`src/hbus_defines.svh`:
```
/*
 * HyperBus controller parameters
 * Host address and burst length widths, initial access latency
 */
`ifndef HBUS_DEFINES_SVH
`define HBUS_DEFINES_SVH

// Host word address width
`define HBUS_ADDR_W 22

// Burst length field, holds words minus one
`define HBUS_LEN_W 4

// Initial latency in clock cycles for memory accesses
`define HBUS_LATENCY 6

`endif

```
`src/hbus_cmd_pkg.sv`:
```
/*
 * Host command types for the HyperBus controller
 * Opcodes, data words, addresses and burst lengths
 */
`include "hbus_defines.svh"

package hbus_cmd_pkg;

  // Host opcodes
  typedef enum logic [1:0] {
    HBUS_MEM_RD = 2'b00,
    HBUS_MEM_WR = 2'b01,
    HBUS_REG_RD = 2'b10,
    HBUS_REG_WR = 2'b11
  } hbus_op_e;

  // One burst data word
  typedef logic [15:0] hbus_word_t;

  typedef logic [`HBUS_ADDR_W-1:0] hbus_addr_t;

  // Number of words minus one
  typedef logic [`HBUS_LEN_W-1:0] hbus_len_t;

endpackage

```
`src/hbus_bus_pkg.sv`:
```
/*
 * HyperBus side types
 * Controller states and the 48-bit command-address word
 */
package hbus_bus_pkg;

  typedef enum logic [2:0] {
    IDLE    = 3'd0,
    CA      = 3'd1,
    LATENCY = 3'd2,
    WRITE   = 3'd3,
    READ    = 3'd4,
    DONE    = 3'd5
  } hbus_state_e;

  // Sent most significant byte first
  typedef struct packed {
    logic        rw;         // 1 for read
    logic        reg_space;  // 1 for register space
    logic        linear;     // linear burst
    logic [28:0] addr_hi;
    logic [12:0] rsvd;
    logic [2:0]  addr_lo;
  } hbus_ca_t;

endpackage

```
`src/hbus_seq_if.sv`:
```
/*
 * Sequencing controls from the control FSM to the CA shifter and data path
 */
interface hbus_seq_if;

  logic ca_load;
  logic ca_shift;
  logic wr_phase;
  logic rd_phase;
  // High byte selected when set
  logic byte_sel;
  logic word_done;

  modport ctrl (
    output ca_load, ca_shift, wr_phase, rd_phase, byte_sel,
    input  word_done
  );

  modport ca (
    input ca_load, ca_shift
  );

  modport dp (
    input  wr_phase, rd_phase, byte_sel,
    output word_done
  );

endinterface

```
`src/hbus_ctrl_fsm.sv`:
```
/*
 * HyperBus control FSM
 * Sequences chip select, command-address, latency and data phases
 */
`include "hbus_defines.svh"

module hbus_ctrl_fsm
  import hbus_cmd_pkg::*;
  import hbus_bus_pkg::*;
(
  input  logic      clk_i,
  input  logic      arst_n_i,
  input  logic      req_i,
  input  hbus_op_e  op_i,
  input  hbus_len_t len_i,
  output logic      busy_o,
  output logic      done_o,
  output logic      wdata_req_o,
  output logic      cs_n_o,
  output logic      ck_en_o,
  hbus_seq_if.ctrl  seq
);

  localparam int unsigned CA_BYTES = 6;
  localparam int unsigned CNT_MAX  = (`HBUS_LATENCY > CA_BYTES) ? `HBUS_LATENCY : CA_BYTES;
  localparam int unsigned CNT_W    = $clog2(CNT_MAX);

  hbus_state_e      state_q, state_d;
  hbus_op_e         op_q;
  hbus_len_t        rem_q;
  logic [CNT_W-1:0] cnt_q;
  logic             cs_n_q;
  logic             byte_sel_q;
  logic             done_q;
  logic             accept;
  logic             is_wr;
  logic             ca_last;
  logic             lat_last;
  logic             last_word;

  assign accept    = req_i && (state_q == IDLE);
  assign is_wr     = (op_q == HBUS_MEM_WR) || (op_q == HBUS_REG_WR);
  assign ca_last   = (state_q == CA) && (cnt_q == CNT_W'(CA_BYTES - 1));
  assign lat_last  = (state_q == LATENCY) && (cnt_q == CNT_W'(`HBUS_LATENCY - 1));
  assign last_word = seq.word_done && (rem_q == '0);

  always_comb begin
    state_d = state_q;
    unique case (state_q)
      IDLE: if (req_i) state_d = CA;
      CA: begin
        // Register writes carry no latency
        if (ca_last) state_d = (op_q == HBUS_REG_WR) ? WRITE : LATENCY;
      end
      LATENCY: if (lat_last) state_d = is_wr ? WRITE : READ;
      WRITE, READ: if (last_word) state_d = DONE;
      DONE: state_d = IDLE;
      default: state_d = IDLE;
    endcase
  end

  always_ff @(posedge clk_i or negedge arst_n_i) begin
    if (!arst_n_i) begin
      state_q    <= IDLE;
      op_q       <= HBUS_MEM_RD;
      rem_q      <= '0;
      cnt_q      <= '0;
      cs_n_q     <= 1'b1;
      byte_sel_q <= 1'b1;
      done_q     <= 1'b0;
    end else begin
      state_q <= state_d;
      done_q  <= (state_q == DONE);
      // High byte first in every word
      byte_sel_q <= (state_q == WRITE) ? ~byte_sel_q : 1'b1;
      cs_n_q     <= (state_d == IDLE) || (state_d == DONE);
      if (accept) begin
        op_q  <= op_i;
        rem_q <= len_i;
      end else if (seq.word_done && (rem_q != '0)) begin
        rem_q <= rem_q - 1'b1;
      end
      if (state_d != state_q) begin
        cnt_q <= '0;
      end else if ((state_q == CA) || (state_q == LATENCY)) begin
        cnt_q <= cnt_q + 1'b1;
      end
    end
  end

  // Word request one cycle ahead of its high byte
  assign wdata_req_o = (ca_last && (op_q == HBUS_REG_WR))
                    || (lat_last && (op_q == HBUS_MEM_WR))
                    || ((state_q == WRITE) && !byte_sel_q && (rem_q != '0));

  assign busy_o  = (state_q != IDLE);
  assign done_o  = done_q;
  assign cs_n_o  = cs_n_q;
  assign ck_en_o = ~cs_n_q;

  assign seq.ca_load  = accept;
  assign seq.ca_shift = (state_q == CA);
  assign seq.wr_phase = (state_q == WRITE);
  assign seq.rd_phase = (state_q == READ);
  assign seq.byte_sel = byte_sel_q;

  a_cs_fall_from_idle: assert property (@(posedge clk_i) disable iff (!arst_n_i)
    $fell(cs_n_o) |-> (state_q == CA) && $past(req_i))
    else $error("chip select fell without an accepted request");

  // A stray word done would count down the remaining words
  a_word_done_in_phase: assert property (@(posedge clk_i) disable iff (!arst_n_i)
    seq.word_done |-> (seq.wr_phase || seq.rd_phase))
    else $error("word done outside a data phase");

endmodule

```
`src/hbus_ca_shifter.sv`:
```
/*
 * Command-address shifter
 * Packs the 48-bit CA word and sends it one byte per cycle, MSB first
 */
`include "hbus_defines.svh"

module hbus_ca_shifter
  import hbus_cmd_pkg::*;
  import hbus_bus_pkg::*;
(
  input  logic       clk_i,
  input  logic       arst_n_i,
  input  hbus_op_e   op_i,
  input  hbus_addr_t addr_i,
  hbus_seq_if.ca     seq,
  output logic [7:0] ca_byte_o,
  output logic       ca_oe_o
);

  hbus_ca_t   ca_d;
  logic [47:0] ca_q;
  logic [2:0]  shift_cnt_q;

  always_comb begin
    ca_d.rw        = (op_i == HBUS_MEM_RD) || (op_i == HBUS_REG_RD);
    ca_d.reg_space = (op_i == HBUS_REG_RD) || (op_i == HBUS_REG_WR);
    ca_d.linear    = 1'b1;
    ca_d.addr_hi   = 29'(addr_i[`HBUS_ADDR_W-1:3]);
    ca_d.rsvd      = '0;
    ca_d.addr_lo   = addr_i[2:0];
  end

  always_ff @(posedge clk_i) begin
    if (seq.ca_load) begin
      ca_q <= ca_d;
    end else if (seq.ca_shift) begin
      ca_q <= {ca_q[39:0], 8'h00};
    end
  end

  // Bytes sent since the last load
  always_ff @(posedge clk_i or negedge arst_n_i) begin
    if (!arst_n_i) begin
      shift_cnt_q <= '0;
    end else if (seq.ca_load) begin
      shift_cnt_q <= '0;
    end else if (seq.ca_shift) begin
      shift_cnt_q <= shift_cnt_q + 1'b1;
    end
  end

  assign ca_byte_o = ca_q[47:40];
  assign ca_oe_o   = seq.ca_shift;

  a_six_shifts: assert property (@(posedge clk_i) disable iff (!arst_n_i)
    seq.ca_shift |-> (shift_cnt_q < 3'd6))
    else $error("more than 6 CA bytes after one load");

endmodule

```
`src/hbus_data_path.sv`:
```
/*
 * HyperBus data path
 * Drives CA and write bytes on DQ with RWDS masking, assembles read words
 */
module hbus_data_path
  import hbus_cmd_pkg::*;
(
  input  logic       clk_i,
  input  logic       arst_n_i,
  hbus_seq_if.dp     seq,
  input  hbus_word_t wdata_i,
  input  logic [1:0] wstrb_i,
  input  logic [7:0] ca_byte_i,
  input  logic       ca_oe_i,
  output logic [7:0] dq_o,
  output logic       dq_oe_o,
  input  logic [7:0] dq_i,
  output logic       rwds_o,
  output logic       rwds_oe_o,
  input  logic       rwds_i,
  output hbus_word_t rdata_o,
  output logic       rdata_valid_o
);

  logic [7:0] wr_lo_q;
  logic       wr_lo_strb_q;
  logic [7:0] rd_hi_q;
  logic       rd_wait_hi_q;
  hbus_word_t rdata_q;
  logic       rvalid_q;
  logic       rd_take;

  // Low byte held so the host may change wdata_i after the high byte
  always_ff @(posedge clk_i) begin
    if (seq.wr_phase && seq.byte_sel) begin
      wr_lo_q      <= wdata_i[7:0];
      wr_lo_strb_q <= wstrb_i[0];
    end
  end

  always_comb begin
    if (ca_oe_i) begin
      dq_o = ca_byte_i;
    end else if (seq.byte_sel) begin
      dq_o = wdata_i[15:8];
    end else begin
      dq_o = wr_lo_q;
    end
  end

  assign dq_oe_o   = ca_oe_i || seq.wr_phase;
  // RWDS high masks the byte
  assign rwds_o    = seq.byte_sel ? ~wstrb_i[1] : ~wr_lo_strb_q;
  assign rwds_oe_o = seq.wr_phase;

  // Device strobes each valid read byte with RWDS
  assign rd_take = seq.rd_phase && rwds_i;

  always_ff @(posedge clk_i) begin
    if (rd_take && rd_wait_hi_q) begin
      rd_hi_q <= dq_i;
    end
    if (rd_take && !rd_wait_hi_q) begin
      rdata_q <= {rd_hi_q, dq_i};
    end
  end

  always_ff @(posedge clk_i or negedge arst_n_i) begin
    if (!arst_n_i) begin
      rd_wait_hi_q <= 1'b1;
      rvalid_q     <= 1'b0;
    end else begin
      rvalid_q <= rd_take && !rd_wait_hi_q;
      if (!seq.rd_phase) begin
        rd_wait_hi_q <= 1'b1;
      end else if (rd_take) begin
        rd_wait_hi_q <= ~rd_wait_hi_q;
      end
    end
  end

  assign seq.word_done = (seq.wr_phase && !seq.byte_sel) || (rd_take && !rd_wait_hi_q);

  assign rdata_o       = rdata_q;
  assign rdata_valid_o = rvalid_q;

  a_no_dq_drive_in_read: assert property (@(posedge clk_i) disable iff (!arst_n_i)
    seq.rd_phase |-> !dq_oe_o)
    else $error("DQ driven during read phase");

endmodule

```
`src/hbus_top.sv`:
```
/*
 * HyperBus memory controller top level
 * Runs host commands as single-chip-select HyperBus transactions
 */
module hbus_top
  import hbus_cmd_pkg::*;
(
  input  logic       clk_i,
  input  logic       arst_n_i,
  input  logic       req_i,
  input  hbus_op_e   op_i,
  input  hbus_addr_t addr_i,
  input  hbus_len_t  len_i,
  input  hbus_word_t wdata_i,
  input  logic [1:0] wstrb_i,
  output logic       wdata_req_o,
  output hbus_word_t rdata_o,
  output logic       rdata_valid_o,
  output logic       busy_o,
  output logic       done_o,
  output logic       hyper_cs_n_o,
  output logic       hyper_ck_en_o,
  output logic       hyper_reset_n_o,
  output logic [7:0] hyper_dq_o,
  output logic       hyper_dq_oe_o,
  input  logic [7:0] hyper_dq_i,
  output logic       hyper_rwds_o,
  output logic       hyper_rwds_oe_o,
  input  logic       hyper_rwds_i
);

  logic [7:0] ca_byte;
  logic       ca_oe;

  hbus_seq_if seq_if ();

  hbus_ctrl_fsm i_ctrl_fsm (
    .clk_i       (clk_i),
    .arst_n_i    (arst_n_i),
    .req_i       (req_i),
    .op_i        (op_i),
    .len_i       (len_i),
    .busy_o      (busy_o),
    .done_o      (done_o),
    .wdata_req_o (wdata_req_o),
    .cs_n_o      (hyper_cs_n_o),
    .ck_en_o     (hyper_ck_en_o),
    .seq         (seq_if.ctrl)
  );

  hbus_ca_shifter i_ca_shifter (
    .clk_i     (clk_i),
    .arst_n_i  (arst_n_i),
    .op_i      (op_i),
    .addr_i    (addr_i),
    .seq       (seq_if.ca),
    .ca_byte_o (ca_byte),
    .ca_oe_o   (ca_oe)
  );

  hbus_data_path i_data_path (
    .clk_i         (clk_i),
    .arst_n_i      (arst_n_i),
    .seq           (seq_if.dp),
    .wdata_i       (wdata_i),
    .wstrb_i       (wstrb_i),
    .ca_byte_i     (ca_byte),
    .ca_oe_i       (ca_oe),
    .dq_o          (hyper_dq_o),
    .dq_oe_o       (hyper_dq_oe_o),
    .dq_i          (hyper_dq_i),
    .rwds_o        (hyper_rwds_o),
    .rwds_oe_o     (hyper_rwds_oe_o),
    .rwds_i        (hyper_rwds_i),
    .rdata_o       (rdata_o),
    .rdata_valid_o (rdata_valid_o)
  );

  // Device reset follows the controller reset
  assign hyper_reset_n_o = arst_n_i;

endmodule

```
`config.mk`:
```
export PLATFORM = sky130hd
export DESIGN_NAME = hbus_top
export DESIGN_NICKNAME = d
export VERILOG_FILES = /design/src/hbus_cmd_pkg.sv /design/src/hbus_bus_pkg.sv /design/src/hbus_seq_if.sv /design/src/hbus_ctrl_fsm.sv /design/src/hbus_ca_shifter.sv /design/src/hbus_data_path.sv /design/src/hbus_top.sv
export VERILOG_INCLUDE_DIRS = /design/src
export SDC_FILE = /design/constraint.sdc
export NUM_CORES = 1
export LEC_CHECK = 0
export BUFFER_PORTS_ARGS = -buffer_cell sky130_fd_sc_hd__buf_2
export CAP_MARGIN = 20
export CORE_MARGIN = 5
export CORE_UTILIZATION = 53
export DETAILED_ROUTE_END_ITERATION = 16
export GPL_TIMING_DRIVEN = 0
export PLACE_DENSITY = 0.8
export SETUP_SLACK_MARGIN = 0.05
export SLEW_MARGIN = 20
export SYNTH_ARGS = -nofsm -noshare
export SYNTH_HDL_FRONTEND = slang
export SYNTH_SLANG_ARGS = --single-unit
```
`constraint.sdc`:
```
create_clock -name clk_i -period 3 [get_ports clk_i]
set_clock_uncertainty 0.05 [all_clocks]
set_input_delay 0.3 -clock clk_i [delete_from_list [all_inputs] [get_ports clk_i]]
set_output_delay 0.3 -clock clk_i [all_outputs]
set_load 0.005 [all_outputs]
```
; ---- Word level (Yosys, flattened, before mapping)
; Cells that the tools add are included.
[totals]
ramBits = 0
latch_bits = 0
elab_cells = 88
in_bits = 58
ff_bits = 88
n_memories = 0
rom_bits = 0
[op_classes]
n_eq_ne = 13
n_addsub = 2
div_mod_pow = 0
reduce_logical = 34
bitwise_logic = 5
n_mux = 19
mul = 0
shift = 0
order_cmp = 0
[ops]
columns = cell, count
row1 = two-way mux 48 bit, 2
row2 = two-way mux 3 bit, 7
row3 = two-way mux 8 bit, 2
row4 = logical AND 1 bit, 13
row5 = == test 3 bit (second input constant), 4
row6 = case mux 3 bit (4 select lines), 1
row7 = logical OR 1 bit, 9
row8 = two-way mux 4 bit, 2
row9 = == test 2 bit (second input constant), 3
row10 = == test 3 x 2 -> 1 bit (second input constant), 2
row11 = logical NOT 3 bit, 2
row12 = nonzero test 2 bit, 3
row13 = two-way mux 1 bit, 5
row14 = inverter 1 bit, 5
row15 = logical NOT 4 bit, 1
row16 = nonzero test 4 bit, 1
row17 = subtractor 4 x 1 -> 4 bit (second input constant), 1
row18 = adder 3 x 1 -> 3 bit (second input constant), 1
row19 = == test 3 x 1 -> 1 bit (second input constant), 1
row20 = inequality test 3 bit, 1
row21 = nonzero test 3 bit, 1
row22 = == test 2 x 1 -> 1 bit (second input constant), 1
row23 = logical NOT 1 bit, 2
row24 = logical NOT 2 bit, 1
row25 = 2 further kinds, 2

; ---- Depth between registers and ports, before layout
[logic_depth]
depth_word = 9
depth_mapped = 6
ltp_nobuf = 6

; ---- Modules after synthesis
; A second synthesis with hierarchy kept.
[hier_totals]
cells_unflattened = 301
area_unflattened_um2 = 3812.4
[modules_own_cells]
columns = module, cells_each, area_per_inst_um2, n_inst, seq_area_each_um2
row1 = hbus_ca_shifter, 120, 1559.0, 1, 1001.0
row2 = hbus_data_path, 72, 1278.7, 1, 1042.2
row3 = hbus_ctrl_fsm, 108, 967.2, 1, 377.9
row4 = hbus_top, 1, 7.5, 1, 0.0

; ---- Least setup slack after synthesis
; No wires, ideal clock.
[synth_timing]
path_type = reg2reg
start = reg i_ctrl_fsm.state_q[2]
end = reg i_ca_shifter.ca_q[0] (enable)
path_buffers = 2
path_stages_with_launch = 6
arrival_ps = 1841
setup_slack_ps = 728
synth_period_minus_slack_ps = 2272
required_time_ps = 2569
cell_sequence = dfrtp_1 -> buf_4 -> or3_1 -> or2_2 -> buf_2 -> nand2_1
[synth_via]
elab_chain_len = 3
word_cells_on_any_way = 4
[synth_rtl]
columns = item, line_no
row1 = from (decl), hbus_ctrl_fsm.sv:28  ; hbus_state_e state_q, state_d;
row2 = from (signal assigned), hbus_ctrl_fsm.sv:72  ; state_q <= state_d;
row3 = logical NOT 3 bit, hbus_ctrl_fsm.sv:41  ; assign accept = req_i && (state_q == IDLE);
row4 = logical AND 1 bit, hbus_ctrl_fsm.sv:41
row5 = nonzero test 2 bit (no source line) (*), -
row6 = to (signal assigned), hbus_ca_shifter.sv:37  ; ca_q <= {ca_q[39:0], 8'h00};
row7 = to (decl), hbus_ca_shifter.sv:21  ; logic [47:0] ca_q;
; Mark *: on every way between the ends. The rest lies on a longest branch, timed or not.
; A chain may end at the register's enable or synchronous reset.

; ---- Worst setup path after layout
[layout_timing]
start = reg i_ctrl_fsm.state_q[0]
end = reg i_ca_shifter.ca_q[22] (enable)
; The elaborated chain is that of the path after synthesis.

==> results <==
- The most common flop cell mapped by yosys is sky130_fd_sc_hd__edfxtp_1.
- Across the run, the number of max-cap violations was 0.
- The synthesized net count is 354.
- Compared with the post-synthesis result, the final layout area differs by 20.3%.
- The worst setup path is captured at a flip-flop.
- The post-route clock period utilization is 0.892.
- The synthesized instance count is 293.
- The cell area reported after detailed placement is 4230 µm².
- The standard-cell row count is 30.
- The count of distinct cell types in the synthesized netlist is 51.
- The die covers 8690 µm².
- The antenna violation net count after detailed routing is 0.
- After clock tree synthesis, the clock-pin slew on the worst setup and hold paths is 90 ps.
- The clock tree from TritonCTS is built.
- In the final routed layout, each cell accounts on average for 15.7 µm.
- The number of design rule violations left after detail routing is 0.
- The post-layout instance count excluding filler cells is 482.
- The final setup violation count is 0.
- The first global-routing pass estimated 12.1 mm of wire.
- The total number of yosys warnings is 0.
- The detailed-route vias per instance is 5.47.
- The power consumption is 4.01 mW.
- In this run the horizontal extent of the chip is 93.2 µm.
- The ratio of cells with drive above 1 in the final layout is 0.323.
- The smallest clock period supported by the final layout is computed as 2680 ps.
- For the worst setup path, the data arrival time is 2510 ps.
- The clock buffer count from CTS is 9.
- The final count of hold timing violations is 0.
- The cell sitting at the root of the clock tree is a sky130_fd_sc_hd__clkbuf_8.
- In the global route stage, overall resource usage came out at 0.181.
- Setup repair after global routing left no endpoint under its margin.
- The starting density of the core is 0.543.
- The total of hold buffers inserted after clock tree synthesis is 1.
- Entering global routing, the biggest net connects 25 pins.
- The final critical-path setup slack is 325 ps.
- The number of nets in the layout is 458.
- In this run the tool buffered the top-level ports with 91 buffer cells.
- Adding up every negative setup slack in the final design gives 0 ps.
- The max-slew violation count is 0.
- The measured slew at the worst slew-check pin is 992 ps.
- During I/O placement, the number of pins put on the boundary was 92.
- The buffer depth of the longest clock path is 2.
- The clock insertion delay at the later pin of the skew report is 360 ps.
- Data on the critical path is required at its endpoint by 2830 ps.
- With fillers left out, the area of the finished cells amounts to 4420 µm².
- The setup slack after placement is 335 ps.
- The min-delay analysis places its worst path in the category in2reg.
- The first-pass iteration count of the detailed router is 4.
- In the layout the commonest cells are sky130_fd_sc_hd__buf_2, sky130_fd_sc_hd__edfxtp_1, sky130_fd_sc_hd__nand2_1, sky130_fd_sc_hd__a21oi_1, sky130_fd_sc_hd__o21ai_0.
- The core region is 6760 µm².
- The height of the die is 93.2 µm.
- The worst ir drop on vdd is 0.000375 V.
- The via count of the routed design is 2637.
- Detailed placement finished with a half-perimeter wire length of 5.47 mm.
- The count of routing violations after the opening detailed-route iteration is 190.
- After synthesis, the share of flip-flops with an asynchronous set or reset is 0.193.
- The number of placed instances with taps included is 465.
- The flow ran to the end, and the final reports show no timing, DRC or antenna violations.
- The category of the worst setup path launch point is a flip-flop.
- In this run the post-CTS setup repair buffer count came out at 0.
- In this run the tightest slew margin relative to its limit is 0.337.
- Of all nets on the critical path, the largest fanout is 24.
- Routability-driven placement finished with a final weighted congestion of 0.980.
- The library cell used most frequently in the layout, excluding fill and tap cells, is sky130_fd_sc_hd__buf_2.
- After synthesis the cells add up to 3670 µm².
- The flip-flop and latch count after synthesis is 88.
- The setup path with the least slack is of type reg2reg.
- Based on the critical path, the design can be clocked at up to 374 MHz.
- The number of antenna diodes is 0.
- The portion of the post-synthesis area used by sequential elements is 0.660.
- The average instance in the mapped netlist occupies 12.5 µm².
- In this run the power density over the cells is 907 nW/µm².
- The number of clock sinks is 88.
- The number of enable flip-flop cells after synthesis is 57.
- The H-tree depth reported by CTS is 3.
- The total grt overflow is 0.
- The analysis attributes to cell leakage a power of 1.92 nW.
- The initial antenna violation count was 0.
- The number of global-route vias before repair is 2622.
- Wires add up to 7.56 mm.
- After clock tree synthesis, the repair step resized 0 gates.
[through the flow]
step	utilization	hold slack (ps)
after floorplan	-	-45.6
after global placement	0.625	213
after detailed placement	0.626	210
after CTS	0.654	42.4
final	0.654	60.4
after global routing	0.654	39.7
[final cells by class]
type / count / area, µm²
Sequential cell: 88 / 2420
Fill cell: 537 / 2340
Multi-Input combinational cell: 179 / 1110
Timing Repair Buffer: 93 / 473
Clock buffer: 11 / 131
Buffer: 16 / 100
Tap cell: 80 / 100
Clock inverter: 5 / 41.3
Inverter: 10 / 37.5
[metal layers]
| layer | track usage | share of wire | vias up |
|---|---|---|---|
| met1 | 0.224 | 0.43 | 1243 |
| met5 | 0 | 0 | - |
| li1 | - | - | 1278 |
| met4 | 0.0708 | 0.019 | 0 |
| met2 | 0.293 | 0.47 | 101 |
| met3 | 0.0603 | 0.076 | 15 |
[power breakdown]
part / leakage [nW] / internal, mW / switching, mW
registers: 0.882 / 1.73 / 0.164
clock network: 0.0801 / 0.307 / 0.423
logic: 0.959 / 0.574 / 0.805
[sequential cells by signal, indices dropped and copies added (netlist names)]
signal and count:
i_ctrl_fsm.done_o 1, i_ctrl_fsm.rem_q 4, i_ctrl_fsm.state_q 3, i_data_path.rdata_valid_o 1, i_data_path.rdata_o 16, i_ctrl_fsm.cnt_q 3
i_ctrl_fsm.cs_n_o 1, i_ca_shifter.ca_q 38, i_data_path.wr_lo_q 8, i_data_path.rd_hi_q 8, i_ctrl_fsm.op_q 2, i_data_path.wr_lo_strb_q 1
i_ctrl_fsm.seq.byte_sel 1, i_data_path.rd_wait_hi_q 1
[kinds of logic (layout without fill, tap and decap cells)]
| group | count (synthesis) | count (layout) | share of synthesized area |
|---|---|---|---|
| mux | 10 | 10 | 0.0276 |
| compound gates | 64 | 64 | 0.119 |
| xor+xnor | 4 | 4 | 0.00955 |
| simple gates | 98 | 98 | 0.137 |
| flops | 88 | 88 | 0.660 |
| buf+inv | 26 | 135 | 0.0375 |
| fa+ha+maj | 3 | 3 | 0.0102 |
[critical path, stage by stage, from the launching register on]
cell	delay, ps
sky130_fd_sc_hd__dfrtp_1	470
sky130_fd_sc_hd__buf_6	180
sky130_fd_sc_hd__and2b_2	220
sky130_fd_sc_hd__nand2_1	220
sky130_fd_sc_hd__clkbuf_1	370
sky130_fd_sc_hd__nand2_1	690
[Yosys cell counts (2+ instances only)]
master	instances	area (µm²)
sky130_fd_sc_hd__nor2_1	11	41.3
sky130_fd_sc_hd__a21oi_1	16	80.1
sky130_fd_sc_hd__a22o_1	14	123
sky130_fd_sc_hd__dfstp_2	3	78.8
sky130_fd_sc_hd__dfxtp_1	14	280
sky130_fd_sc_hd__mux2i_1	9	90.1
sky130_fd_sc_hd__nor3_1	5	25.0
sky130_fd_sc_hd__ha_1	3	37.5
sky130_fd_sc_hd__xnor2_1	4	35.0
sky130_fd_sc_hd__nand2_1	49	184
sky130_fd_sc_hd__o21ai_0	15	75.1
sky130_fd_sc_hd__nand4bb_1	2	22.5
sky130_fd_sc_hd__buf_6	3	33.8
sky130_fd_sc_hd__and2_1	9	56.3
sky130_fd_sc_hd__a211oi_1	3	22.5
sky130_fd_sc_hd__clkbuf_1	5	18.8
sky130_fd_sc_hd__nand3_1	4	20.0
sky130_fd_sc_hd__buf_2	5	25.0
sky130_fd_sc_hd__inv_1	10	37.5
sky130_fd_sc_hd__nor3b_1	2	15.0
sky130_fd_sc_hd__o2111ai_1	2	17.5
sky130_fd_sc_hd__dfrtp_1	14	350
sky130_fd_sc_hd__edfxtp_1	57	1710
sky130_fd_sc_hd__a31oi_1	3	18.8
sky130_fd_sc_hd__buf_4	3	22.5
sky130_fd_sc_hd__nor2b_1	3	18.8
[worst paths after layout]
path	startpoint	to	slack, ps	cells past startpoint
hold reg to reg	i_data_path.rd_hi_q[6]	i_data_path.rdata_o[14]	370	0
setup reg to reg	i_ctrl_fsm.state_q[0]	i_ca_shifter.ca_q[22]	320	5
min in group asynchronous	arst_n_i	i_ctrl_fsm.rem_q[1]	360	2
max in group asynchronous	arst_n_i	i_ctrl_fsm.seq.byte_sel	2210	2
setup / recovery	i_ctrl_fsm.state_q[0]	i_ca_shifter.ca_q[22]	320	5
hold / removal	wdata_i[1]	i_data_path.wr_lo_q[1]	60	1
No activity file was read; power rests on OpenSTA's default activity.
